--- src/rtl/mmio_pkg.sv ---
package mmio_pkg;

    localparam int xlen = 32;

    // byte address, seen whole or as {region, offset}
    typedef union packed {
        logic [xlen-1:0] raw;
        struct packed {
            logic [7:0]  region;
            logic [23:0] offset;
        } fields;
    } mmio_addr_t;

    // target select inside the router
    typedef enum logic [1:0] {
        region_mem,
        region_uart,
        region_clint
    } region_t;

    // address map, everything else is memory
    localparam logic [7:0] uart_region  = 8'h10;
    localparam logic [7:0] clint_region = 8'h02;

    // uart registers
    localparam logic [3:0] uart_data_off   = 4'h0;
    localparam logic [3:0] uart_status_off = 4'h4;

    // clint registers
    localparam logic [3:0] clint_mtime_lo_off    = 4'h0;
    localparam logic [3:0] clint_mtime_hi_off    = 4'h4;
    localparam logic [3:0] clint_mtimecmp_lo_off = 4'h8;
    localparam logic [3:0] clint_mtimecmp_hi_off = 4'hc;

endpackage
--- src/rtl/dev_bus_if.sv ---
`timescale 1ns/1ps

interface dev_bus_if;

    logic                         req_valid;
    logic                         req_ready;
    mmio_pkg::mmio_addr_t         addr;
    logic                         wen;
    logic [mmio_pkg::xlen-1:0]    wdata;
    logic [mmio_pkg::xlen/8-1:0]  wmask;  // one bit per byte

    logic                         resp_valid;  // one pulse per request
    logic [mmio_pkg::xlen-1:0]    rdata;
    logic                         error;

    modport host (
        output req_valid, addr, wen, wdata, wmask,
        input  req_ready, resp_valid, rdata, error
    );

    modport device (
        input  req_valid, addr, wen, wdata, wmask,
        output req_ready, resp_valid, rdata, error
    );

endinterface

--- src/rtl/uart_tx_dev.sv ---
`timescale 1ns/1ps

module uart_tx_dev #(
    parameter int clks_per_bit = 8
) (
    input  logic       clk,
    input  logic       reset,
    dev_bus_if.device  bus,
    output logic       uart_tx
);

    localparam int frame_bits = 10;
    localparam int baud_w     = (clks_per_bit > 1) ? $clog2(clks_per_bit) : 1;

    logic [frame_bits-1:0]          shreg;     // stop, data, start
    logic [3:0]                     bit_cnt;   // bits left in frame
    logic [baud_w-1:0]              baud_cnt;
    logic                           busy;
    logic                           is_data_wr;
    logic                           is_status;
    logic                           accept;

    assign busy       = (bit_cnt != 4'd0);
    assign is_data_wr = bus.wen && (bus.addr.fields.offset[3:0] == mmio_pkg::uart_data_off);
    assign is_status  = bus.addr.fields.offset[3:0] == mmio_pkg::uart_status_off;

    // only a data write has to wait for the line
    assign bus.req_ready = !(is_data_wr && busy);
    assign accept        = bus.req_valid && bus.req_ready;
    assign bus.error     = 1'b0;
    assign uart_tx       = shreg[0];

    always_ff @(posedge clk) begin
        if (reset) begin
            shreg    <= '1;   // idle line
            bit_cnt  <= 4'd0;
            baud_cnt <= '0;
        end else if (accept && is_data_wr) begin
            shreg    <= {1'b1, bus.wdata[7:0], 1'b0};
            bit_cnt  <= 4'(frame_bits);
            baud_cnt <= '0;
        end else if (busy) begin
            if (baud_cnt == baud_w'(clks_per_bit - 1)) begin
                baud_cnt <= '0;
                shreg    <= {1'b1, shreg[frame_bits-1:1]};
                bit_cnt  <= bit_cnt - 4'd1;
            end else begin
                baud_cnt <= baud_cnt + 1'b1;
            end
        end
    end

    always_ff @(posedge clk) begin
        if (reset) begin
            bus.resp_valid <= 1'b0;
        end else begin
            bus.resp_valid <= accept;
        end
    end

    always_ff @(posedge clk) begin
        if (accept) begin
            if (is_status && !bus.wen) begin
                bus.rdata <= {{(mmio_pkg::xlen-1){1'b0}}, busy};
            end else begin
                bus.rdata <= '0;
            end
        end
    end

endmodule

--- src/flat_wrapper.sv ---
// flat-port wrapper written by rule: the top's interface ports become plain ports
module uart_tx_dev_flat 
#(
    parameter int clks_per_bit = 8
)
  (clk, reset, uart_tx, bus_req_valid, bus_addr, bus_wen, bus_wdata, bus_wmask, bus_req_ready, bus_resp_valid, bus_rdata, bus_error);
  dev_bus_if bus_i ();
  input  logic clk;
  input  logic reset;
  output logic uart_tx;
  input wire logic [$bits(bus_i.req_valid)-1:0] bus_req_valid;
  input wire logic [$bits(bus_i.addr)-1:0] bus_addr;
  input wire logic [$bits(bus_i.wen)-1:0] bus_wen;
  input wire logic [$bits(bus_i.wdata)-1:0] bus_wdata;
  input wire logic [$bits(bus_i.wmask)-1:0] bus_wmask;
  output wire logic [$bits(bus_i.req_ready)-1:0] bus_req_ready;
  output wire logic [$bits(bus_i.resp_valid)-1:0] bus_resp_valid;
  output wire logic [$bits(bus_i.rdata)-1:0] bus_rdata;
  output wire logic [$bits(bus_i.error)-1:0] bus_error;
  assign bus_i.req_valid = bus_req_valid;
  assign bus_i.addr = bus_addr;
  assign bus_i.wen = bus_wen;
  assign bus_i.wdata = bus_wdata;
  assign bus_i.wmask = bus_wmask;
  assign bus_req_ready = bus_i.req_ready;
  assign bus_resp_valid = bus_i.resp_valid;
  assign bus_rdata = bus_i.rdata;
  assign bus_error = bus_i.error;
  uart_tx_dev #(.clks_per_bit(clks_per_bit)) u_core (.clk(clk), .reset(reset), .bus(bus_i), .uart_tx(uart_tx));
endmodule
--- config.mk ---
export PLATFORM = sky130hd
export DESIGN_NAME = uart_tx_dev_flat
export DESIGN_NICKNAME = d
export VERILOG_FILES = /design/src/rtl/mmio_pkg.sv /design/src/rtl/dev_bus_if.sv /design/src/rtl/uart_tx_dev.sv /design/src/flat_wrapper.sv
export SDC_FILE = /design/constraint.sdc
export NUM_CORES = 1
export LEC_CHECK = 0
export BUFFER_PORTS_ARGS = -buffer_cell sky130_fd_sc_hd__clkbuf_2
export CORE_MARGIN = 2
export CORE_UTILIZATION = 36
export DETAILED_ROUTE_END_ITERATION = 10
export PLACE_DENSITY = 0.86
export SYNTH_ARGS = -nofsm -noshare
export SYNTH_HDL_FRONTEND = slang
export SYNTH_SLANG_ARGS = --single-unit
--- constraint.sdc ---
create_clock -name clk -period 2.17 [get_ports clk]
set_input_delay 0.217 -clock clk [delete_from_list [all_inputs] [get_ports clk]]
set_output_delay 0.217 -clock clk [all_outputs]
set_load 0.05 [all_outputs]
==> results.md <==
- The flow ran to the end, and the final reports show no timing, DRC or antenna violations.
- For this run, the top clock speed supported by timing is 505 MHz.
- The number of gates resized after CTS was 0.
- The first global-routing pass estimated 3270 microns of wire.
- The worst setup slack for register-to-register paths is 380 ps.
- In the final routed layout, each cell accounts on average for 10.3 microns.
- The area of the core is 3030 sq um.
- The synthesized cell area is 1140 sq um.
- By count the netlist is led by buf_4 (32), dfxtp_1 (17), a21oi_1 (7), a221oi_1 (7).
- The later pin in the worst-skew pair is clocked with a latency of 290 ps.
- The library cell with the highest instance count after synthesis is buf_4.
- After legalization and detailed placement, the total HPWL measured 1520 microns.
- The first detailed-routing pass took 4 iterations.
- Counting every instance in the synthesized netlist gives 128.
- In this run, distinct cell masters in the synthesized netlist total 35.
- The number of buffers added on ports is 19.
- Counting flops with a built-in enable in the synthesized netlist gives 1.
- The post-CTS repair timing setup buffer count is 0.
- The total overflow reported by the global router is 0.
- The number of nets still failing antenna checks after routing is 0.
- The setup slack of the critical path after layout is 188 ps.
- Row generation in the floorplan step produced 20 rows.
- The repair_antennas step left the layout with diodes totalling 0.
- The floorplan step defined a die boundary enclosing 3640 sq um.
- The total power density per cell area is 720 nW/um^2.
- Data on the critical path arrives at its endpoint at 1760 ps.
- The total count of max-transition violations in the final report is 0.
- The routed layout has 865 vias.
- The worst setup path is captured at an output pin.
- For the worst flop-to-flop path, the logic depth is 6.
- Setup violations remaining at the end of the flow were counted as 0.
- From left edge to right edge, the die measures 60.3 microns.
- Pin placement for this block handled 108 I/O pins.
- The final worst clock skew is 3.50 ps.
- Dividing the detail-routed via count by the number of cells gives 4.51.
- Counting along the longest clock path gives a buffer depth of 2.
- After clock tree synthesis, the clock-pin slew on the worst setup and hold paths is 110 ps.
- The vertical die dimension is 60.3 microns.
- Yosys attributes the largest share of cell area to dfxtp_1 (30%), buf_4 (21%), a221oi_1 (5.4%).
- The number of hold-repair buffers added at the cts stage is 0.
- The number of warnings issued by yosys is 0.
- Timing analysis after detailed placement gives a worst setup slack of 394 ps.
- For this run, the total global-route usage over all layers was measured as 12.1%.
- The routed wire length is 1980 microns.
- The detailed router finished its first iteration with 14 violations.
- The initial core utilization is 37.7%.
- Entering global routing, the biggest net connects 22 pins.
- The maximum resistive drop on vdd is 287 uV.
- Among all flip-flop cells after synthesis, the most frequent one is dfxtp_1.
- The tree is rooted in a clkbuf_4.
- The leakage power figure is 0.572 nW.
- The capturing element of the worst setup path is bus_req_ready.
- Setup repair after global routing left no endpoint under its margin.
- The initial antenna violation count was 0.
- The share of the clock period used by the worst path after layout is 91.3%.
- The launching element type of the critical path is a register.
- The worst hold path belongs to the class primary input to register.
- The finished layout holds 192 standard cells, fillers aside.
- The number of storage elements in the synthesis netlist is 18.
- The count of clock tree sinks is 18.
- The synthesized design spends more area on one cell type than any other, namely dfxtp_1.
- The count of final hold-check violations is 0.
- Counting the fill cells in the layout gives 338.
- The clock period minus worst slack is 1980 ps.
- The remaining design rule violation count is 0.
- The fraction of the yosys area taken by sequential cells is 32.5%.
- Setup total negative slack on the finished layout was measured at 0 ps.
- Data on the critical path is required at its endpoint by 1950 ps.
- The number of global-route vias before repair is 725.
- The post-synthesis to final-layout area growth is 4.93%.
- Counting the buffers created by CTS gives 3.
- The portion of synthesized cell area occupied by the leading cell type is 29.8%.
- Cells with a size suffix above 1 make up 20.9% of the layout.
- For this run, asynchronously set or reset flops after synthesis account for 0%.
- In this run the number of H-tree levels came out at 1.
- The total power is 0.000863 W.
- The path type of the worst setup path is register to output pin.
- The worst register-to-register path ends at u_core.shreg[4].
- The top fanout value on the critical path is 4.
- The clock tree from TritonCTS is built.
- Routability-driven placement finished with a final weighted congestion of 0.743.
- The reported max-cap violation count is 0.
- The count of nets after finishing is 225.
- Each instance of the synthesized netlist takes up on average 8.91 sq um.
- In this run, placement finished with an instance count of 188.
- The beginning of the worst register-to-register path is u_core.bit_cnt[0].
- In this run the worst setup path begins at u_core.bit_cnt[0].
metrics by stage:
stage	area, sq um	hold slack, ps	utilization (%)
2_1_floorplan	1260	371	-
3_3_place_gp	1160	460	38.3
3_5_place_dp	1160	471	38.3
4_1_cts	1200	171	39.5
5_1_grt	1200	186	39.5
6_report	1200	183	39.5
sequential cells by signal, summed over array words and instances, names as in the netlist:
name / cells
u_core.baud_cnt: 3
u_core.bit_cnt: 4
u_core.bus.rdata: 1
u_core.bus.resp_valid: 1
u_core.shreg: 9
layout make-up:
cell class / instances / area (sq um) / area share, %
clock buffer: 4 / 36.3 / 3.03
sequential: 18 / 370 / 30.9
timing repair buffer: 24 / 133 / 11.1
multi-input combinational: 100 / 596 / 49.7
tap: 44 / 55.1 / 4.60
inverter: 2 / 7.51 / 0.627
logic make-up (layout without fill, tap and decap cells):
logic type,Yosys count,count (layout),synth area share [%]
compound gates,26,26,15.5
fa+ha+maj,4,4,4.39
buf+inv,41,30,25.5
flops,18,18,32.5
mux,6,6,5.26
other cells,1,32,0.329
simple gates,32,32,16.6
placed cells by master (no fill, tap or decap), types with 2 or more instances in the layout:
cell type / count
a21oi_1: 7
mux2i_1: 6
nor4_1: 2
nor2_1: 5
o21ai_1: 5
clkbuf_2: 19
nand2_1: 3
inv_1: 2
a221oi_1: 7
ha_1: 4
nand3_1: 5
nor3_1: 6
buf_4: 5
conb_1: 32
clkbuf_4: 3
nor2b_1: 2
dfxtp_1: 17
power breakdown:
group	switching (W)	internal, W	total, W
clock	0.000105	0.000102	0.000207
sequential	0.0000190	0.000362	0.000381
combinational	0.000209	0.0000655	0.000275
per-layer routing:
layer,vias to the layer above,global-route usage (%),routed length (microns)
met5,-,0,0
met4,0,2.86,10
met3,2,4.33,180
met2,38,20.5,932
met1,394,14.6,856
li1,431,-,-
critical path: stages, from the launching register on:
cell and delay (ps):
dfxtp_1 340, inv_1 100, ha_1 200, or3b_1 430
nand3_1 120, clkbuf_2 290
worst min-delay path by stage:
stage | to | slack [ps] | start | depth (start not counted)
after floorplan | u_core.bit_cnt[3] | 370 | bus_req_valid | 2
after global placement | u_core.baud_cnt[1] | 460 | u_core.baud_cnt[1] | 2
after detailed placement | u_core.baud_cnt[2] | 470 | u_core.baud_cnt[2] | 2
after CTS | u_core.bit_cnt[3] | 170 | bus_req_valid | 3
after global routing | u_core.shreg[5] | 190 | bus_wdata[4] | 3
final | u_core.bit_cnt[3] | 180 | bus_req_valid | 3
Power figures use the tool's default switching activity.
