<file path="src/rtl/mmio_pkg.sv">
package mmio_pkg;

    localparam int xlen = 32;

    // byte address, seen whole or as {region, offset}
    typedef union packed {
        logic [xlen-1:0] raw;
        struct packed {
            logic [7:0]  region;
            logic [23:0] offset;
        } fields;
    } mmio_addr_t;

    // target select inside the router
    typedef enum logic [1:0] {
        region_mem,
        region_uart,
        region_clint
    } region_t;

    // address map, everything else is memory
    localparam logic [7:0] uart_region  = 8'h10;
    localparam logic [7:0] clint_region = 8'h02;

    // uart registers
    localparam logic [3:0] uart_data_off   = 4'h0;
    localparam logic [3:0] uart_status_off = 4'h4;

    // clint registers
    localparam logic [3:0] clint_mtime_lo_off    = 4'h0;
    localparam logic [3:0] clint_mtime_hi_off    = 4'h4;
    localparam logic [3:0] clint_mtimecmp_lo_off = 4'h8;
    localparam logic [3:0] clint_mtimecmp_hi_off = 4'hc;

endpackage
</file>
<file path="src/rtl/dev_bus_if.sv">
`timescale 1ns/1ps

interface dev_bus_if;

    logic                         req_valid;
    logic                         req_ready;
    mmio_pkg::mmio_addr_t         addr;
    logic                         wen;
    logic [mmio_pkg::xlen-1:0]    wdata;
    logic [mmio_pkg::xlen/8-1:0]  wmask;  // one bit per byte

    logic                         resp_valid;  // one pulse per request
    logic [mmio_pkg::xlen-1:0]    rdata;
    logic                         error;

    modport host (
        output req_valid, addr, wen, wdata, wmask,
        input  req_ready, resp_valid, rdata, error
    );

    modport device (
        input  req_valid, addr, wen, wdata, wmask,
        output req_ready, resp_valid, rdata, error
    );

endinterface

</file>
<file path="src/rtl/clint_dev.sv">
`timescale 1ns/1ps

module clint_dev (
    input  logic       clk,
    input  logic       reset,
    dev_bus_if.device  bus,
    output logic       mti_pending
);

    logic [63:0]  mtime;
    logic [63:0]  mtimecmp;
    logic [3:0]   reg_off;
    logic         accept;

    assign reg_off       = bus.addr.fields.offset[3:0];
    assign bus.req_ready = 1'b1;
    assign accept        = bus.req_valid;
    assign bus.error     = 1'b0;

    always_ff @(posedge clk) begin
        if (reset) begin
            mtime       <= '0;
            mtimecmp    <= '1;   // no interrupt until programmed
            mti_pending <= 1'b0;
        end else begin
            mtime       <= mtime + 64'd1;
            mti_pending <= (mtime >= mtimecmp);
            if (accept && bus.wen) begin
                case (reg_off)
                    mmio_pkg::clint_mtimecmp_lo_off: mtimecmp[31:0]  <= bus.wdata;
                    mmio_pkg::clint_mtimecmp_hi_off: mtimecmp[63:32] <= bus.wdata;
                    default: ;  // mtime is read only
                endcase
            end
        end
    end

    always_ff @(posedge clk) begin
        if (reset) begin
            bus.resp_valid <= 1'b0;
        end else begin
            bus.resp_valid <= accept;
        end
    end

    always_ff @(posedge clk) begin
        if (accept) begin
            case (reg_off)
                mmio_pkg::clint_mtime_lo_off:    bus.rdata <= mtime[31:0];
                mmio_pkg::clint_mtime_hi_off:    bus.rdata <= mtime[63:32];
                mmio_pkg::clint_mtimecmp_lo_off: bus.rdata <= mtimecmp[31:0];
                mmio_pkg::clint_mtimecmp_hi_off: bus.rdata <= mtimecmp[63:32];
                default:                         bus.rdata <= '0;
            endcase
        end
    end

endmodule

</file>
<file path="src/flat_wrapper.sv">
// flat-port wrapper written by rule: the top's interface ports become plain ports
module clint_dev_flat 
  (clk, reset, mti_pending, bus_req_valid, bus_addr, bus_wen, bus_wdata, bus_wmask, bus_req_ready, bus_resp_valid, bus_rdata, bus_error);
  dev_bus_if bus_i ();
  input  logic clk;
  input  logic reset;
  output logic mti_pending;
  input wire logic [$bits(bus_i.req_valid)-1:0] bus_req_valid;
  input wire logic [$bits(bus_i.addr)-1:0] bus_addr;
  input wire logic [$bits(bus_i.wen)-1:0] bus_wen;
  input wire logic [$bits(bus_i.wdata)-1:0] bus_wdata;
  input wire logic [$bits(bus_i.wmask)-1:0] bus_wmask;
  output wire logic [$bits(bus_i.req_ready)-1:0] bus_req_ready;
  output wire logic [$bits(bus_i.resp_valid)-1:0] bus_resp_valid;
  output wire logic [$bits(bus_i.rdata)-1:0] bus_rdata;
  output wire logic [$bits(bus_i.error)-1:0] bus_error;
  assign bus_i.req_valid = bus_req_valid;
  assign bus_i.addr = bus_addr;
  assign bus_i.wen = bus_wen;
  assign bus_i.wdata = bus_wdata;
  assign bus_i.wmask = bus_wmask;
  assign bus_req_ready = bus_i.req_ready;
  assign bus_resp_valid = bus_i.resp_valid;
  assign bus_rdata = bus_i.rdata;
  assign bus_error = bus_i.error;
  clint_dev u_core (.clk(clk), .reset(reset), .bus(bus_i), .mti_pending(mti_pending));
endmodule
</file>
<file path="config.mk">
export PLATFORM = sky130hd
export DESIGN_NAME = clint_dev_flat
export DESIGN_NICKNAME = d
export VERILOG_FILES = /design/src/rtl/mmio_pkg.sv /design/src/rtl/dev_bus_if.sv /design/src/rtl/clint_dev.sv /design/src/flat_wrapper.sv
export SDC_FILE = /design/constraint.sdc
export NUM_CORES = 1
export LEC_CHECK = 0
export BUFFER_PORTS_ARGS = -buffer_cell sky130_fd_sc_hd__buf_2
export CAP_MARGIN = 20
export CORE_ASPECT_RATIO = 0.75
export CORE_UTILIZATION = 40
export DETAILED_ROUTE_END_ITERATION = 6
export GPL_TIMING_DRIVEN = 0
export HOLD_SLACK_MARGIN = 0.03
export SLEW_MARGIN = 20
export SYNTH_ARGS = -nofsm -noshare
export SYNTH_HDL_FRONTEND = slang
export SYNTH_SLANG_ARGS = --single-unit
export TNS_END_PERCENT = 30
</file>
<file path="constraint.sdc">
create_clock -name clk -period 2.5 [get_ports clk]
set_input_delay 0.5 -clock clk [delete_from_list [all_inputs] [get_ports clk]]
set_output_delay 0.5 -clock clk [all_outputs]
set_load 0.02 [all_outputs]
</file>
==> key figures <==
Outcome
  – Status: completed

Global route
  – Most Crowded Layer GR: met1
  – Met2 Use GR: 0.3488
  – Met1 usage: 0.3526
  – Largest net degree at the start of global routing: 36
  – Initial antenna violation count: 0
  – Vias in the first global route: 6674
  – First-pass GRT wire length: 38450 um
  – Grt total ovfl: 0
  – M3 GR Usage: 0.03656
  – Tot GR Track Use: 0.2388

Drt
  – First-pass DRT Iterations: 5
  – DR vias/cell: between 5 and 6
  – DRC errors left: 0
  – DR WL/cell: 19.37 um
  – WL final: 24950 um
  – Vias: 7099
  – DR iter-0 viols: 616
  – Post-DRT Antenna Nets: 0

Logic synthesis
  – Synth top area share: 0.3105
  – Syn_nets: 1033
  – Synth area leader: dfxtp_1
  – Synth warnings: 0
  – Simple-Gate Fraction of Synth Area: 0.1794
  – Post-synth ARST share: 0
  – Post-synthesis cell count: 896
  – Most numerous cell in the Yosys netlist: dfxtp_1
  – Synth Register Bits: 162
  – XOR/XNOR Fraction of Synth Area: 0.05329
  – Syn avg cell area: 9.355 um^2
  – Largest family of logic cells by synthesized area: compound AO/OA/AOI/OAI gates
  – Compound-Gate Fraction of Synth Area: 0.1854
  – Number of library cell types mapped by synthesis: 43
  – Synth Area in Adders: 0.09703
  – EDFF count, synth: 32
  – Sequential element share of the synthesized area: 0.4251
  – Area contributors post-synth: dfxtp_1 31%, edfxtp_1 11%, ha_1 9.7%, a211o_1 6.8%, nor2_1 5.7%
  – Top FF cell, synth: dfxtp_1
  – Commonest cells in the netlist: 130 x dfxtp_1, 128 x nor2_1, 73 x inv_1
  – Multiplexer area fraction after synthesis: 0
  – Synth Cell Area: ~8400 um^2

Setup path
  – Worst r2r path cells: 8
  – CP Launch Type: flop
  – R2R setup slack: 0.09 ns
  – Max FO, Critical Path: 9
  – FF-to-FF Start: u_core.mtime[1]$_SDFF_PP0_
  – Crit. End Element: flop
  – Arrival @ worst endpoint: between 2 and 3 ns
  – CP peak stage delay: 0.48 ns
  – Worst endpoint required time: 2.86 ns
  – R2R Path End: u_core.mtime[62]$_SDFF_PP0_
  – Crit-path slowest cell: or4_1
  – Crit path kind: flop to flop
  – Critical path, cell by cell: ha_4 -> nand2_1 -> nor4_4 -> nand4_2 -> or4_1 -> buf_2 -> or3_1 -> a21oi_1

Placement
  – Place WS: -0.6010 ns
  – GPL Wtd Cong: 0.8633
  – Port buffer count: 72
  – Final HPWL DP: roughly 18000 um
  – Post-Place Cells: 1250
  – DP Area: 9101 um^2

Power
  – PD cells: 577.8 nW/um^2
  – VDD IR max: approximately 0.33 mV
  – Final Power: 5.686 mW
  – Leak: 4.441 nW

Run
  – Max_cap viols: 0

Clock network
  – Hold_buf cts: 0
  – Clk slew on worst S/H paths: 0.07 ns
  – CTS max path bufs: 2
  – H-tree Lvls: 4
  – CTS buffer count: 17
  – # clock sinks: 162
  – Worst-Skew Late Latency: about 0.44 ns
  – TritonCTS clock tree: done
  – Root buf cell: clkbuf_16

Layout
  – Ant diodes: 0
  – Synth-to-layout area growth: 17.41%
  – Cell Count, Final, Fillers Out: 1288
  – Nets: 1131
  – Layout cell share with drive strength beyond 1: 0.1531
  – Final Cell Area: a little under 10000 um^2
  – Final core occ: 0.4828

Floorplanning
  – Rows: 45
  – Height of the die: between 100 and 150 um
  – Core Region: 20380 um^2
  – Starting density of the core: 0.4112
  – Die area: 21540 um^2
  – Die X: 169.2 um
  – # IOs: 108

Worst hold path
  – Hold endpoint: u_core.mtimecmp[60]$_SDFFE_PP1P_
  – Tightest Hold Check Type: primary input to flop
  – Hold wc startpoint: bus_wdata[28]
  – Worst Hold Path Cells: 2

STA
  – Final hold vios: 0
  – RSZ-0062 raised after global routing: yes
  – Pins Over Slew Limit: 0
  – Final period util: 0.9644
  – Max Clock Freq: 0.4147 GHz
  – Setup violators final: 0
  – Worst slew pin tran: 1.177 ns
  – Setup ws final: just under 0.09 ns
  – Rel. slew slack: 0.2079
  – Worst clock skew: 0.009251 ns
  – Tmin final: 2.411 ns
worst max path at each step:
| stage | slack [ns] | cells past startpoint | start | end |
|---|---|---|---|---|
| after floorplan | 0.13 | 8 | u_core.mtime[20]$_SDFF_PP0_ | u_core.mtime[63]$_SDFF_PP0_ |
| after global placement | -0.99 | 7 | bus_addr[2] | u_core.mtimecmp[19]$_SDFFE_PP1P_ |
| after detailed placement | -0.60 | 7 | bus_addr[2] | u_core.mtimecmp[27]$_SDFFE_PP1P_ |
| after CTS | 0.003 | 8 | bus_addr[1] | u_core.mtimecmp[46]$_SDFFE_PP1P_ |
| after global routing | -0.03 | 8 | u_core.mtime[1]$_SDFF_PP0_ | u_core.mtime[60]$_SDFF_PP0_ |
| final | 0.09 | 8 | u_core.mtime[1]$_SDFF_PP0_ | u_core.mtime[62]$_SDFF_PP0_ |
placed cells by master (no fill, tap or decap), types with 25 or more instances in the layout:
| cell | count |
|---|---|
| nand3_1 | 30 |
| clkbuf_1 | 34 |
| xor2_1 | 26 |
| a22o_1 | 32 |
| xnor2_1 | 25 |
| nor2_1 | 128 |
| buf_2 | 74 |
| ha_1 | 64 |
| dfxtp_1 | 118 |
| inv_1 | 73 |
| a221o_1 | 32 |
| a21oi_1 | 31 |
| a211o_1 | 65 |
| nand2_1 | 36 |
| edfxtp_1 | 32 |
worst max-delay path, delay by kind of cell, from the launching register on:
kind                     cells  cell delay, ns
AND/OR/NAND/NOR              5            1.39
flip-flops                   1            0.42
adder cells (fa/ha/maj)      1            0.19
buffers and inverters        1            0.19
AO/OA/AOI/OAI                1            0.14
final cells by class:
class | instances | area [um^2]
Inverter | 74 | 277.8
Clock buffer | 18 | 439.2
Fill cell | 1991 | 10540
Multi-Input combinational cell | 607 | 4402
Clock inverter | 13 | 137.6
Sequential cell | 162 | 3581
Tap cell | 282 | 352.8
Timing Repair Buffer | 79 | 415.4
Buffer | 53 | 235.2
power breakdown:
part / total, mW / leakage, nW / switching, mW / internal, mW
Clock: 2.62 / 0.268 / 1.13 / 1.49
Sequential: 2.74 / 1.39 / 0.0236 / 2.72
Combinational: 0.328 / 2.79 / 0.219 / 0.109
cells by family (layout without fill, tap and decap cells):
| group | after synthesis | in the layout |
|---|---|---|
| xor+xnor | 51 | 51 |
| buf+inv | 127 | 237 |
| compound gates | 196 | 196 |
| flops | 162 | 162 |
| fa+ha+maj | 65 | 65 |
| simple gates | 293 | 293 |
| other cells | 2 | 2 |
flip-flops by register name (all words and copies together), names as in the netlist:
register and count:
u_core.mtimecmp 64, u_core.bus.rdata 32, u_core.mti_pending 1, u_core.bus.resp_valid 1, u_core.mtime 64
per-layer routing:
| layer | part of all wire | routed length, um |
|---|---|---|
| met1 | 0.50 | 12490 |
| met2 | 0.42 | 10440 |
| met3 | 0.057 | 1419 |
| met4 | 0.024 | 604 |
| met5 | 0 | 0 |
stage by stage:
step	setup TNS, ns	hold slack (ns)
floorplan	0	0.4744
global placement	-62.61	0.5133
detailed placement	-46.65	0.5200
CTS	0	0.2720
global route	-0.04409	0.2781
finish	0	0.2772
what timing repair did:
action / CTS / global route
pin swaps: 7 / 2
hold endpoints to repair: 0 / 0
resized for setup: 16 / 24
setup endpoints to repair: 81 / 66
setup buffers: 7 / 0
No activity file was read; power rests on OpenSTA's default activity.
