File: src/rtl/mmio_pkg.sv
package mmio_pkg;

    localparam int xlen = 32;

    // byte address, seen whole or as {region, offset}
    typedef union packed {
        logic [xlen-1:0] raw;
        struct packed {
            logic [7:0]  region;
            logic [23:0] offset;
        } fields;
    } mmio_addr_t;

    // target select inside the router
    typedef enum logic [1:0] {
        region_mem,
        region_uart,
        region_clint
    } region_t;

    // address map, everything else is memory
    localparam logic [7:0] uart_region  = 8'h10;
    localparam logic [7:0] clint_region = 8'h02;

    // uart registers
    localparam logic [3:0] uart_data_off   = 4'h0;
    localparam logic [3:0] uart_status_off = 4'h4;

    // clint registers
    localparam logic [3:0] clint_mtime_lo_off    = 4'h0;
    localparam logic [3:0] clint_mtime_hi_off    = 4'h4;
    localparam logic [3:0] clint_mtimecmp_lo_off = 4'h8;
    localparam logic [3:0] clint_mtimecmp_hi_off = 4'hc;

endpackage
File: src/rtl/dev_bus_if.sv
`timescale 1ns/1ps

interface dev_bus_if;

    logic                         req_valid;
    logic                         req_ready;
    mmio_pkg::mmio_addr_t         addr;
    logic                         wen;
    logic [mmio_pkg::xlen-1:0]    wdata;
    logic [mmio_pkg::xlen/8-1:0]  wmask;  // one bit per byte

    logic                         resp_valid;  // one pulse per request
    logic [mmio_pkg::xlen-1:0]    rdata;
    logic                         error;

    modport host (
        output req_valid, addr, wen, wdata, wmask,
        input  req_ready, resp_valid, rdata, error
    );

    modport device (
        input  req_valid, addr, wen, wdata, wmask,
        output req_ready, resp_valid, rdata, error
    );

endinterface

File: src/rtl/mmio_cntr.sv
`timescale 1ns/1ps

module mmio_cntr (
    input  logic                         clk,
    input  logic                         reset,

    input  logic                         dreq_valid,
    output logic                         dreq_ready,
    input  mmio_pkg::mmio_addr_t         dreq_addr,
    input  logic                         dreq_wen,
    input  logic [mmio_pkg::xlen-1:0]    dreq_wdata,
    input  logic [mmio_pkg::xlen/8-1:0]  dreq_wmask,

    output logic                         dresp_valid,
    output logic [mmio_pkg::xlen-1:0]    dresp_rdata,
    output logic                         dresp_error,

    dev_bus_if.host                      mem_bus,
    dev_bus_if.host                      uart_bus,
    dev_bus_if.host                      clint_bus
);

    typedef enum logic [1:0] {
        st_idle,
        st_wait_ready,
        st_wait_resp
    } state_t;

    function automatic mmio_pkg::region_t decode_region(input mmio_pkg::mmio_addr_t a);
        case (a.fields.region)
            mmio_pkg::uart_region:  return mmio_pkg::region_uart;
            mmio_pkg::clint_region: return mmio_pkg::region_clint;
            default:                return mmio_pkg::region_mem;
        endcase
    endfunction

    state_t                       state;

    // latched copy of the accepted request
    mmio_pkg::mmio_addr_t         s_addr;
    logic                         s_wen;
    logic [mmio_pkg::xlen-1:0]    s_wdata;
    logic [mmio_pkg::xlen/8-1:0]  s_wmask;
    mmio_pkg::region_t            s_region;

    mmio_pkg::region_t            live_region;
    mmio_pkg::region_t            req_region;
    mmio_pkg::mmio_addr_t         req_addr;
    logic                         req_wen;
    logic [mmio_pkg::xlen-1:0]    req_wdata;
    logic [mmio_pkg::xlen/8-1:0]  req_wmask;
    logic                         cmd_ready;
    logic                         cmd_start;
    logic                         sel_resp_valid;
    logic                         s_done;

    assign live_region = decode_region(dreq_addr);

    // replay from the latch while the target holds us off
    assign req_region = (state == st_wait_ready) ? s_region : live_region;
    assign req_addr   = (state == st_wait_ready) ? s_addr   : dreq_addr;
    assign req_wen    = (state == st_wait_ready) ? s_wen    : dreq_wen;
    assign req_wdata  = (state == st_wait_ready) ? s_wdata  : dreq_wdata;
    assign req_wmask  = (state == st_wait_ready) ? s_wmask  : dreq_wmask;

    always_comb begin
        case (req_region)
            mmio_pkg::region_uart:  cmd_ready = uart_bus.req_ready;
            mmio_pkg::region_clint: cmd_ready = clint_bus.req_ready;
            default:                cmd_ready = mem_bus.req_ready;
        endcase
        case (s_region)
            mmio_pkg::region_uart:  sel_resp_valid = uart_bus.resp_valid;
            mmio_pkg::region_clint: sel_resp_valid = clint_bus.resp_valid;
            default:                sel_resp_valid = mem_bus.resp_valid;
        endcase
        case (s_region)
            mmio_pkg::region_uart:  dresp_rdata = uart_bus.rdata;
            mmio_pkg::region_clint: dresp_rdata = clint_bus.rdata;
            default:                dresp_rdata = mem_bus.rdata;
        endcase
    end

    assign s_done     = (state == st_wait_resp) && sel_resp_valid;
    assign dreq_ready = (state == st_idle) || s_done;
    assign cmd_start  = (state == st_wait_ready) || (dreq_ready && dreq_valid);

    assign dresp_valid = s_done;
    assign dresp_error = (s_region == mmio_pkg::region_mem) ? mem_bus.error : 1'b0; // devices never fault

    assign mem_bus.req_valid   = cmd_start && (req_region == mmio_pkg::region_mem);
    assign uart_bus.req_valid  = cmd_start && (req_region == mmio_pkg::region_uart);
    assign clint_bus.req_valid = cmd_start && (req_region == mmio_pkg::region_clint);

    assign mem_bus.addr    = req_addr;
    assign mem_bus.wen     = req_wen;
    assign mem_bus.wdata   = req_wdata;
    assign mem_bus.wmask   = req_wmask;
    assign uart_bus.addr   = req_addr;
    assign uart_bus.wen    = req_wen;
    assign uart_bus.wdata  = req_wdata;
    assign uart_bus.wmask  = req_wmask;
    assign clint_bus.addr  = req_addr;
    assign clint_bus.wen   = req_wen;
    assign clint_bus.wdata = req_wdata;
    assign clint_bus.wmask = req_wmask;

    always_ff @(posedge clk) begin
        if (reset) begin
            state <= st_idle;
        end else begin
            case (state)
                st_wait_ready: if (cmd_ready) state <= st_wait_resp;
                default: begin
                    if (dreq_ready && dreq_valid) begin
                        state <= cmd_ready ? st_wait_resp : st_wait_ready;
                    end else if (state == st_idle || s_done) begin
                        state <= st_idle;
                    end
                end
            endcase
        end
    end

    always_ff @(posedge clk) begin
        if (dreq_ready && dreq_valid) begin
            s_addr   <= dreq_addr;
            s_wen    <= dreq_wen;
            s_wdata  <= dreq_wdata;
            s_wmask  <= dreq_wmask;
            s_region <= live_region;
        end
    end

endmodule

File: src/flat_wrapper.sv
// flat-port wrapper written by rule: the top's interface ports become plain ports
module mmio_cntr_flat 
  (clk, reset, dreq_valid, dreq_ready, dreq_addr, dreq_wen, dreq_wdata, dreq_wmask, dresp_valid, dresp_rdata, dresp_error, mem_bus_req_valid, mem_bus_addr, mem_bus_wen, mem_bus_wdata, mem_bus_wmask, mem_bus_req_ready, mem_bus_resp_valid, mem_bus_rdata, mem_bus_error, uart_bus_req_valid, uart_bus_addr, uart_bus_wen, uart_bus_wdata, uart_bus_wmask, uart_bus_req_ready, uart_bus_resp_valid, uart_bus_rdata, uart_bus_error, clint_bus_req_valid, clint_bus_addr, clint_bus_wen, clint_bus_wdata, clint_bus_wmask, clint_bus_req_ready, clint_bus_resp_valid, clint_bus_rdata, clint_bus_error);
  dev_bus_if mem_bus_i ();
  dev_bus_if uart_bus_i ();
  dev_bus_if clint_bus_i ();
  input  logic clk;
  input  logic reset;
  input  logic dreq_valid;
  output logic dreq_ready;
  input  mmio_pkg::mmio_addr_t dreq_addr;
  input  logic dreq_wen;
  input  logic [mmio_pkg::xlen-1:0] dreq_wdata;
  input  logic [mmio_pkg::xlen/8-1:0] dreq_wmask;
  output logic dresp_valid;
  output logic [mmio_pkg::xlen-1:0] dresp_rdata;
  output logic dresp_error;
  output wire logic [$bits(mem_bus_i.req_valid)-1:0] mem_bus_req_valid;
  output wire logic [$bits(mem_bus_i.addr)-1:0] mem_bus_addr;
  output wire logic [$bits(mem_bus_i.wen)-1:0] mem_bus_wen;
  output wire logic [$bits(mem_bus_i.wdata)-1:0] mem_bus_wdata;
  output wire logic [$bits(mem_bus_i.wmask)-1:0] mem_bus_wmask;
  input wire logic [$bits(mem_bus_i.req_ready)-1:0] mem_bus_req_ready;
  input wire logic [$bits(mem_bus_i.resp_valid)-1:0] mem_bus_resp_valid;
  input wire logic [$bits(mem_bus_i.rdata)-1:0] mem_bus_rdata;
  input wire logic [$bits(mem_bus_i.error)-1:0] mem_bus_error;
  output wire logic [$bits(uart_bus_i.req_valid)-1:0] uart_bus_req_valid;
  output wire logic [$bits(uart_bus_i.addr)-1:0] uart_bus_addr;
  output wire logic [$bits(uart_bus_i.wen)-1:0] uart_bus_wen;
  output wire logic [$bits(uart_bus_i.wdata)-1:0] uart_bus_wdata;
  output wire logic [$bits(uart_bus_i.wmask)-1:0] uart_bus_wmask;
  input wire logic [$bits(uart_bus_i.req_ready)-1:0] uart_bus_req_ready;
  input wire logic [$bits(uart_bus_i.resp_valid)-1:0] uart_bus_resp_valid;
  input wire logic [$bits(uart_bus_i.rdata)-1:0] uart_bus_rdata;
  input wire logic [$bits(uart_bus_i.error)-1:0] uart_bus_error;
  output wire logic [$bits(clint_bus_i.req_valid)-1:0] clint_bus_req_valid;
  output wire logic [$bits(clint_bus_i.addr)-1:0] clint_bus_addr;
  output wire logic [$bits(clint_bus_i.wen)-1:0] clint_bus_wen;
  output wire logic [$bits(clint_bus_i.wdata)-1:0] clint_bus_wdata;
  output wire logic [$bits(clint_bus_i.wmask)-1:0] clint_bus_wmask;
  input wire logic [$bits(clint_bus_i.req_ready)-1:0] clint_bus_req_ready;
  input wire logic [$bits(clint_bus_i.resp_valid)-1:0] clint_bus_resp_valid;
  input wire logic [$bits(clint_bus_i.rdata)-1:0] clint_bus_rdata;
  input wire logic [$bits(clint_bus_i.error)-1:0] clint_bus_error;
  assign mem_bus_req_valid = mem_bus_i.req_valid;
  assign mem_bus_addr = mem_bus_i.addr;
  assign mem_bus_wen = mem_bus_i.wen;
  assign mem_bus_wdata = mem_bus_i.wdata;
  assign mem_bus_wmask = mem_bus_i.wmask;
  assign mem_bus_i.req_ready = mem_bus_req_ready;
  assign mem_bus_i.resp_valid = mem_bus_resp_valid;
  assign mem_bus_i.rdata = mem_bus_rdata;
  assign mem_bus_i.error = mem_bus_error;
  assign uart_bus_req_valid = uart_bus_i.req_valid;
  assign uart_bus_addr = uart_bus_i.addr;
  assign uart_bus_wen = uart_bus_i.wen;
  assign uart_bus_wdata = uart_bus_i.wdata;
  assign uart_bus_wmask = uart_bus_i.wmask;
  assign uart_bus_i.req_ready = uart_bus_req_ready;
  assign uart_bus_i.resp_valid = uart_bus_resp_valid;
  assign uart_bus_i.rdata = uart_bus_rdata;
  assign uart_bus_i.error = uart_bus_error;
  assign clint_bus_req_valid = clint_bus_i.req_valid;
  assign clint_bus_addr = clint_bus_i.addr;
  assign clint_bus_wen = clint_bus_i.wen;
  assign clint_bus_wdata = clint_bus_i.wdata;
  assign clint_bus_wmask = clint_bus_i.wmask;
  assign clint_bus_i.req_ready = clint_bus_req_ready;
  assign clint_bus_i.resp_valid = clint_bus_resp_valid;
  assign clint_bus_i.rdata = clint_bus_rdata;
  assign clint_bus_i.error = clint_bus_error;
  mmio_cntr u_core (.clk(clk), .reset(reset), .dreq_valid(dreq_valid), .dreq_ready(dreq_ready), .dreq_addr(dreq_addr), .dreq_wen(dreq_wen), .dreq_wdata(dreq_wdata), .dreq_wmask(dreq_wmask), .dresp_valid(dresp_valid), .dresp_rdata(dresp_rdata), .dresp_error(dresp_error), .mem_bus(mem_bus_i), .uart_bus(uart_bus_i), .clint_bus(clint_bus_i));
endmodule
File: config.mk
export PLATFORM = sky130hd
export DESIGN_NAME = mmio_cntr_flat
export DESIGN_NICKNAME = d
export VERILOG_FILES = /design/src/rtl/mmio_pkg.sv /design/src/rtl/dev_bus_if.sv /design/src/rtl/mmio_cntr.sv /design/src/flat_wrapper.sv
export SDC_FILE = /design/constraint.sdc
export NUM_CORES = 1
export LEC_CHECK = 0
export CAP_MARGIN = 30
export CORE_AREA = 3 3 164 166
export DETAILED_ROUTE_END_ITERATION = 7
export DIE_AREA = 0 0 167 169
export DONT_BUFFER_PORTS = 1
export GPL_TIMING_DRIVEN = 0
export SLEW_MARGIN = 15
export SYNTH_ARGS = -nofsm -noshare
export SYNTH_HDL_FRONTEND = slang
export SYNTH_SLANG_ARGS = --single-unit
File: constraint.sdc
create_clock -name clk -period 3.41 [get_ports clk]
set_input_delay 0.341 -clock clk [delete_from_list [all_inputs] [get_ports clk]]
set_output_delay 0.341 -clock clk [all_outputs]
set_load 0.02 [all_outputs]
==> results of run 1 <==
==> power by group through the flow <==
stage               combinational [µW]  sequential, µW  clock, µW
detailed placement                1230            1130          0
global placement                  1210            1130          0
CTS                               1230            1110       1110
finish                            1210            1110       1070
global route                      1270            1120       1160
floorplan                         1040            1120          0
==> sequential cells by signal, summed over array words and instances (netlist names) <==
signal           flops
u_core.s_addr       32
u_core.s_wdata      32
u_core.s_wmask       4
u_core.s_region      2
u_core.state         2
u_core.s_wen         1
==> kinds of logic (layout without fill, tap and decap cells) <==
family,after synthesis,after routing,synth area share [%]
DFF,73,73,43.64
muxes,73,73,16.47
other,0,2,0
buffers and inverters,164,181,23.48
adders and majority gates,6,6,1.508
and+or+nand+nor,49,49,4.500
AOI/OAI and AO/OA,77,77,10.41
==> worst paths after layout <==
kind / startpoint / to / cells past startpoint / slack [ps]
worst min-delay path: dreq_wdata[29] / u_core.s_wdata[29]$_DFFE_PP_ / 0 / 90
worst min register to register: u_core.state[1]$_SDFFE_PP0P_ / u_core.state[1]$_SDFFE_PP0P_ / 2 / 610
worst max register to register: u_core.s_region[0]$_DFFE_PP_ / u_core.s_addr[12]$_DFFE_PP_ / 7 / 280
worst max-delay path: u_core.s_region[0]$_DFFE_PP_ / u_core.s_addr[12]$_DFFE_PP_ / 7 / 280
==> final cells by class <==
class	count	area, µm²
diodes	2	5.005
well taps	335	419.2
plain buffers	161	1157
fillers	2741	20000
repair buffers	1	27.53
clock inverters	7	100.1
clock buffers	9	225.2
multi-input cells	205	1644
inverters	3	11.26
flip-flops and latches	73	2172
==> cells in the mapped netlist <==
library cell / instances / share of area [%]
buf_4: 144 / 22
edfxtp_1: 71 / 43
mux2_1: 57 / 13
nor2_1: 36 / 2.7
a21oi_1: 33 / 3.3
a22oi_1: 33 / 5.0
mux2_2: 14 / 3.2
buf_1: 6 / 0.45
clkbuf_1: 6 / 0.45
ha_1: 6 / 1.5
buf_2: 4 / 0.40
a21boi_1: 3 / 0.45
inv_1: 3 / 0.23
nand2b_1: 3 / 0.38
and4b_1: 2 / 0.40
dfxtp_1: 2 / 0.80
mux2i_1: 2 / 0.40
a2111o_1: 1 / 0.23
a211oi_2: 1 / 0.25
a22o_1: 1 / 0.18
and2_1: 1 / 0.13
buf_6: 1 / 0.23
nand2_1: 1 / 0.075
nand3_1: 1 / 0.10
nor2b_1: 1 / 0.13
nor2b_2: 1 / 0.18
nor3b_1: 1 / 0.15
nor4_1: 1 / 0.13
o211a_1: 1 / 0.20
o21a_1: 1 / 0.15
o21bai_1: 1 / 0.15
o32ai_1: 1 / 0.18
o32ai_2: 1 / 0.33
or2_2: 1 / 0.13
==> layer usage <==
metal  part of all wire, %  vias to the layer above
met1                    35                     1596
met4                   4.3                        0
met5                     0                        -
met2                    52                      265
met3                   8.4                       27
li1                      -                     1479
==> metrics by stage <==
stage,util (%),cell area [µm²],total power (µW)
after floorplan,-,4979,2164
after global placement,20.95,5398,2342
after detailed placement,21.08,5431,2358
final,22.36,5762,3393
after CTS,22.34,5757,3452
after global routing,22.36,5762,3548
==> metrics.md, run 1 <==
| Metric | Value |
|---|---|
| Synthesis-to-layout area growth | `15.76%` |
| Final setup TNS | `0 ps` |
| RePlAce Congestion | `0.7670` |
| Met2 usage | `18.73%` |
| Netlist cell types | `34` |
| Grt met1 use | `10.49%` |
| Status | `complete, no violations` |
| Final worst setup slack | `282.5 ps` |
| Flop pwr share | `32.7%` |
| CTS buffer count | `9` |
| Share of layout cells above drive strength 1 | `40.31%` |
| Chip width | `167 µm` |
| Sw Share | `37.86%` |
| # port buffers | `0` |
| Slowest cell delay on critical path | `850 ps` |
| Peak supply drop | `0.0002481 V` |
| Nets | `637` |
| Setup slack at placement | `192.2 ps` |
| Critical path's top delay family | `compound AO/OA/AOI/OAI gates` |
| Fin crit period | `3128 ps` |
| Fin. max-slew vios | `0` |
| Cell-internal power | `2108 µW` |
| Least-Margin Pin Slew | `956.9 ps` |
| Longest Clk Path Bufs | `2` |
| CP arrival | `3150 ps` |
| Hold Crit Class | `input port to register` |
| PwrDens | `588.8 nW/µm²` |
| Worst setup EP type | `register` |
| Fin cells | `796` |
| Layout Skew | `8.730 ps` |
| Rel. slew slack | `36.09%` |
| Synth Instances | `442` |
| Drt pass-1 iters | `4` |
| GRT busiest layer | `met2` |
| Netlist Area Pre-Place | `4977 µm²` |
| Core Area | `25760 µm²` |
| Num Clock Sinks | `73` |
| CP Launch Type | `register` |
| Final Hold Vio Count | `0` |
| Worst-path clk slew | `70 ps` |
| Commonest non-fill, non-tap cell in the layout | `buf_4` |
| First-pass GRT wire length | `21550 µm` |
| Syn_nets | `625` |
| Starting DRT DRC Count | `144` |
| GRT Util Overall | `10.33%` |
| Inst Count DP | `778` |
| Via count | `3367` |
| Via count of the first global-routing pass | `3364` |
| Clk_lat worst skew | `330 ps` |
| Grt met3 use | `3.176%` |
| Die height | `169 µm` |
| Yosys warning total | `0` |
| Vias/cell | `4.230` |
| Maximum capacitance violations | `0` |
| Worst Path Max Fanout | `43` |
| Tcrit/Tclk final | `91.72%` |
| CP max stage cell | `a211oi_2` |
| Hpwl dp | `13460 µm` |
| H-tree levels | `3` |
| DRC | `0` |
| CP Buf/Inv Count | `3` |
| Largest net degree at the start of global routing | `44` |
| Grt ovf | `0` |
| Hold_ws | `94.32 ps` |
| Initial core utilization | `19.32%` |
| Post-CTS Hold Buffers | `0` |
| Clock network power share | `31.6%` |
| Fmax | `0.3197 GHz` |
| CTS tree | `done` |
| # setup viols final | `0` |
| Comb pwr share | `35.7%` |
| Worst path required time | `3430 ps` |
| Sequential element share of the synthesized area | `43.64%` |
| Root Driver | `clkbuf_16` |
| CP cell instances | `inv_1 > ha_1 > buf_2 > a22oi_1 > a211oi_2 > o21a_4 > buf_16` |
| Detailed Route WL | `16050 µm` |
| Mapped Avg Cell Area | `11.26 µm²` |
| DIE AREA | `28220 µm²` |
| Leak Pwr | `0.002181 µW` |
| Routed WL per cell | `20.16 µm` |
| Commonest non-fill, non-tap cells in the layout | `buf_4, edfxtp_1, mux2_1` |
| Psw | `1284 µW` |
| Post-CTS setup buffers | `0` |
| FF+latch count, synth | `73` |
| Post-DRT Antenna Nets | `0` |
| Initial antenna violation count | `2` |
| RSZ-0062 raised after global routing | `false` |
| Post-cts repair resize count | `0` |
| Crit path kind | `register to register` |
| I/O pin total | `422` |
| Cell row count | `59` |
No activity file was read; power rests on OpenSTA's default activity.
==> inputs of run 2 (changes only) <==
PLACE_DENSITY = 0.36   (was unset)
==> metrics.md, run 2 (same netlist as run 1, synthesis figures left out) <==
| Metric | Value |
|---|---|
| Hold Crit Class | `input port to register` |
| Least-Margin Pin Slew | `738.8 ps (-218.1 ps)` |
| PwrDens | `568.1 nW/µm² (-3.5%)` |
| RSZ-0062 raised after global routing | `false` |
| First-pass GRT wire length | `24310 µm (+13%)` |
| Post-CTS Hold Buffers | `0 (unchanged)` |
| DIE AREA | `28220 µm² (unchanged)` |
| Worst path required time | `3430 ps (about the same)` |
| Num Clock Sinks | `73 (unchanged)` |
| Hpwl dp | `14860 µm (+10%)` |
| Rel. slew slack | `50.66% (+15 points)` |
| Vias/cell | `4.288 (+1.4%)` |
| Setup crit start | `u_core.s_region[0]$_DFFE_PP_` |
| Clk_lat worst skew | `350 ps (+20 ps)` |
| Largest registers | `u_core.s_addr: 32 flops, u_core.s_wdata: 32 flops, u_core.s_wmask: 4 flops` |
| Tcrit/Tclk final | `85.06% (-6.7 points)` |
| Hold endpoint | `u_core.s_addr[27]$_DFFE_PP_` |
| RR Endpoint | `u_core.s_wdata[28]$_DFFE_PP_` |
| # port buffers | `0 (unchanged)` |
| Routed WL per cell | `22.46 µm (+11%)` |
| Hold Startpoint | `dreq_addr[27]` |
| Final setup TNS | `0 ps (unchanged)` |
| CTS tree | `done` |
| H-tree levels | `3 (unchanged)` |
| Layout Skew | `18.94 ps (+10.20 ps)` |
| # setup viols final | `0 (unchanged)` |
| Slowest cell delay on critical path | `670 ps (-180 ps)` |
| Post-DRT Antenna Nets | `0 (unchanged)` |
| CP cell instances | `inv_1 > ha_1 > buf_2 > a22oi_1 > a211oi_2 > o21a_4 > buf_12` |
| DRC | `0 (unchanged)` |
| Post-cts repair resize count | `0 (unchanged)` |
| Drt pass-1 iters | `4 (unchanged)` |
| Commonest non-fill, non-tap cell in the layout | `buf_4` |
| CTS buffer count | `9 (unchanged)` |
| Fin. max-slew vios | `0 (unchanged)` |
| Worst Path Max Fanout | `38 (-12%)` |
| Worst reg2reg path startpoint | `u_core.s_region[0]$_DFFE_PP_` |
| Initial antenna violation count | `0 (-2)` |
| Fill count | `2757 (+0.58%)` |
| Min-Delay Path Depth | `0 (unchanged)` |
| Die height | `169 µm (unchanged)` |
| Share of layout cells above drive strength 1 | `40.31% (unchanged)` |
| Synthesis-to-layout area growth | `14.61%` |
| I/O pin total | `422 (unchanged)` |
| Longest Clk Path Bufs | `2 (unchanged)` |
| Largest net degree at the start of global routing | `39 (-11%)` |
| Grt ovf | `0 (unchanged)` |
| Total power | `3241 µW (-4.5%)` |
| Core Area | `25760 µm² (unchanged)` |
| Setup slack at placement | `465.2 ps (+273.0 ps)` |
| Via count of the first global-routing pass | `3514 (+4.5%)` |
| Via count | `3405 (+1.1%)` |
| Crit path kind | `register to register` |
| Cell row count | `59 (unchanged)` |
| CP max stage cell | `a211oi_2` |
| Nets | `637 (unchanged)` |
| Peak supply drop | `0.0002055 V (-17%)` |
| CP arrival | `2920 ps (-230 ps)` |
| Commonest non-fill, non-tap cells in the layout | `buf_4, edfxtp_1, mux2_1` |
| Leak Pwr | `0.002154 µW (-1.2%)` |
| Fin crit period | `2901 ps (-226.8 ps)` |
| Final Hold Vio Count | `0 (unchanged)` |
| Diodes inserted | `0 (-2)` |
| Initial core utilization | `19.32% (unchanged)` |
| Worst setup EP type | `register` |
| Reg2reg path depth | `7 (unchanged)` |
| RePlAce Congestion | `0.9655 (+26%)` |
| R2R setup slack | `510 ps (+230 ps)` |
| CP Launch Type | `register` |
| Final worst setup slack | `509.3 ps (+226.8 ps)` |
| Fmax | `0.3447 GHz (+7.8%)` |
| Status | `complete, no violations` |
| Detailed Route WL | `17830 µm (+11%)` |
| GRT Util Overall | `11.70% (+1.4 points)` |
| Post-CTS setup buffers | `0 (unchanged)` |
| Root Driver | `clkbuf_16` |
| Worst-path clk slew | `80 ps (about the same)` |
| Starting DRT DRC Count | `121 (-16%)` |
| Maximum capacitance violations | `0 (unchanged)` |
| Chip width | `167 µm (unchanged)` |
==> run 2: worst max-delay path by stage <==
stage                                    to  cells after the start
2_1_floorplan    u_core.s_addr[0]$_DFFE_PP_                      6
3_3_place_gp   u_core.s_wdata[23]$_DFFE_PP_                      6
3_5_place_dp   u_core.s_wdata[20]$_DFFE_PP_                      7
4_1_cts        u_core.s_wdata[28]$_DFFE_PP_                      7
5_1_grt        u_core.s_wdata[20]$_DFFE_PP_                      7
6_report       u_core.s_wdata[28]$_DFFE_PP_                      7
==> run 2: report_power, final <==
group | switching (µW) | total (µW) | internal, µW
clock network | 422 | 923 | 501
registers | 23.0 | 1110 | 1090
logic | 837 | 1210 | 370
==> run 2: critical path, delay by kind of cell, from the launching register on <==
family,cells,cell delay [ps]
flip-flops,1,440
buffers and inverters,3,560
adder cells (fa/ha/maj),1,130
AO/OA/AOI/OAI,3,1370
==> run 2: cell type report <==
class	count	area, µm²	area share [%]
clock buffer	9	225.2	3.948
buffer	161	1157	20.29
clock inverter	7	55.05	0.9651
inverter	3	11.26	0.1974
multi-input combinational	205	1644	28.82
tap	335	419.2	7.348
sequential	73	2172	38.08
timing repair buffer	1	20.02	0.3510
==> run 2: per-stage QoR <==
step                      instance area, µm²  cells  hold slack (ps)  utilization [%]
after global routing                    5704    794            58.82            22.14
after global placement                  5398    777            440.0            20.95
final                                   5704    794            83.65            22.14
after floorplan                         4979    442            439.9                -
after detailed placement                5424    778            440.0            21.05
after CTS                               5704    794            63.73            22.14
==> run 2: routing by layer <==
metal	wire (µm)	vias up	part of all wire, %	GRT usage, %
li1	-	1474	-	-
met1	5873	1635	33	11.10
met2	9900	283	56	22.95
met3	1715	13	9.6	4.204
met4	344	0	1.9	4.268
met5	0	-	0	0
==> inputs of run 3 (changes only) <==
PLACE_DENSITY = 0.43   (was 0.36)
TNS_END_PERCENT = 1   (was unset)
==> metrics.md, run 3 (same netlist as run 1, synthesis figures left out) <==
| Metric | Value |
|---|---|
| Peak supply drop | `0.0002000 V (-2.7%)` |
| Maximum capacitance violations | `0 (unchanged)` |
| Worst path required time | `3430 ps (about the same)` |
| Final setup TNS | `0 ps (unchanged)` |
| Via count | `3350 (-1.6%)` |
| Setup slack at placement | `468.6 ps (+3.458 ps)` |
| Grt ovf | `0 (unchanged)` |
| Post-CTS Hold Buffers | `0 (unchanged)` |
| CP cell instances | `inv_1 > ha_1 > buf_2 > a22oi_1 > a211oi_2 > o21a_4 > buf_12` |
| Initial core utilization | `19.32% (unchanged)` |
| Grt met3 use | `4.764% (+0.56 points)` |
| Fin. max-slew vios | `0 (unchanged)` |
| Num Clock Sinks | `73 (unchanged)` |
| Met2 usage | `23.50% (+0.55 points)` |
| Via count of the first global-routing pass | `3599 (+2.4%)` |
| CP Buf/Inv Count | `3 (unchanged)` |
| Largest net degree at the start of global routing | `38 (-2.6%)` |
| CP Launch Type | `register` |
| Min-Delay Path Depth | `0 (unchanged)` |
| Clk_lat worst skew | `340 ps (about the same)` |
| CTS buffer count | `9 (unchanged)` |
| Fin cells | `796 (+0.25%)` |
| Detailed Route WL | `17910 µm (+0.41%)` |
| Hold Crit Class | `input port to register` |
| Fmax | `0.3455 GHz (+0.23%)` |
| Synthesis-to-layout area growth | `15.03%` |
| Cell row count | `59 (unchanged)` |
| Die height | `169 µm (unchanged)` |
| RSZ-0062 raised after global routing | `false` |
| Crit path depth | `7 (unchanged)` |
| Core Area | `25760 µm² (unchanged)` |
| Least-Margin Pin Slew | `757.6 ps (+18.76 ps)` |
| Fin crit period | `2894 ps (-6.607 ps)` |
| CP max stage cell | `a211oi_2` |
| Root Driver | `clkbuf_16` |
| Routed WL per cell | `22.49 µm (+0.16%)` |
| Leak Pwr | `0.002156 µW (about the same)` |
| Share of layout cells above drive strength 1 | `40.09% (-0.22 points)` |
| Worst-path clk slew | `70 ps (about the same)` |
| Hpwl dp | `15210 µm (+2.3%)` |
| GRT Util Overall | `11.75% (+0.055 points)` |
| Reg2reg path depth | `7 (unchanged)` |
| Tcrit/Tclk final | `84.87% (-0.19 points)` |
| Nets | `637 (unchanged)` |
| Inst Count DP | `778 (unchanged)` |
| H-tree levels | `3 (unchanged)` |
| Crit path kind | `register to register` |
| I/O pin total | `422 (unchanged)` |
| # port buffers | `0 (unchanged)` |
| Post-DRT Antenna Nets | `0 (unchanged)` |
| Commonest non-fill, non-tap cell in the layout | `buf_4` |
| Worst Path Max Fanout | `37 (-2.6%)` |
| Grt met1 use | `10.74% (-0.36 points)` |
| Final worst setup slack | `515.9 ps (+6.607 ps)` |
| Vias/cell | `4.209 (-1.9%)` |
| First-pass GRT wire length | `24670 µm (+1.5%)` |
| DIE AREA | `28220 µm² (unchanged)` |
| Slowest cell delay on critical path | `680 ps (about the same)` |
| Starting DRT DRC Count | `164 (+36%)` |
| Initial antenna violation count | `1 (+1)` |
| DRC | `0 (unchanged)` |
| Layout Skew | `9.769 ps (-9.166 ps)` |
| CTS tree | `done` |
| Final Hold Vio Count | `0 (unchanged)` |
| Post-layout util | `22.22% (+0.083 points)` |
| # setup viols final | `0 (unchanged)` |
| Post-CTS setup buffers | `0 (unchanged)` |
| Hold_ws | `92.53 ps (+8.881 ps)` |
| Drt pass-1 iters | `4 (unchanged)` |
| Rel. slew slack | `49.40% (-1.3 points)` |
| Status | `complete, no violations` |
| CP arrival | `2910 ps (about the same)` |
| Critical path's top delay family | `compound AO/OA/AOI/OAI gates` |
| Commonest non-fill, non-tap cells in the layout | `buf_4, edfxtp_1, mux2_1` |
| Post-cts repair resize count | `0 (unchanged)` |
| PwrDens | `574.5 nW/µm² (+1.1%)` |
| Largest registers | `u_core.s_addr: 32 flops, u_core.s_wdata: 32 flops, u_core.s_wmask: 4 flops` |
| RePlAce Congestion | `0.9410 (-2.5%)` |
| Worst setup EP type | `register` |
| GRT busiest layer | `met2` |
| Longest Clk Path Bufs | `2 (unchanged)` |
| Chip width | `167 µm (unchanged)` |
run 3: path summary, 6_finish.rpt:
path | end | slack (ps) | startpoint
max | u_core.s_wmask[3]$_DFFE_PP_ | 520 | u_core.s_region[0]$_DFFE_PP_
min reg2reg | u_core.state[1]$_SDFFE_PP0P_ | 600 | u_core.state[1]$_SDFFE_PP0P_
max reg2reg | u_core.s_wmask[3]$_DFFE_PP_ | 520 | u_core.s_region[0]$_DFFE_PP_
min | u_core.s_addr[10]$_DFFE_PP_ | 90 | dreq_addr[10]
run 3: through the flow:
step	instance area (µm²)	total power (µW)
after floorplan	4979	2164
after global placement	5398	2368
after detailed placement	5424	2365
after CTS	5720	3361
after global routing	5725	3444
final	5725	3289
run 3: final cells by class:
class / count / area [µm²]
Sequential cell: 73 / 2172
Buffer: 161 / 1157
Clock inverter: 6 / 67.56
Timing Repair Buffer: 1 / 20.02
Inverter: 3 / 11.26
Multi-Input combinational cell: 205 / 1644
Tap cell: 335 / 419.2
Fill cell: 2755 / 20040
Antenna cell: 2 / 5.005
Clock buffer: 10 / 229.0
run 3: worst register-to-register path, stage by stage, from the launching register on:
cell,delay [ps]
edfxtp_1,440
inv_1,110
ha_1,140
buf_2,160
a22oi_1,130
a211oi_2,680
o21a_4,580
buf_12,290
run 3: where the power goes:
part	total [µW]	internal, µW	switching [µW]	leakage (µW)
Clock	964	570	394	0.000139
Combinational	1210	370	845	0.00132
Sequential	1110	1090	23.4	0.000695
Total	3290	2030	1260	0.00216
run 3: metal layers:
layer	up-vias	wire [µm]
li1	1471	-
met1	1593	5778
met2	269	9915
met3	17	1855
met4	0	357
met5	-	0
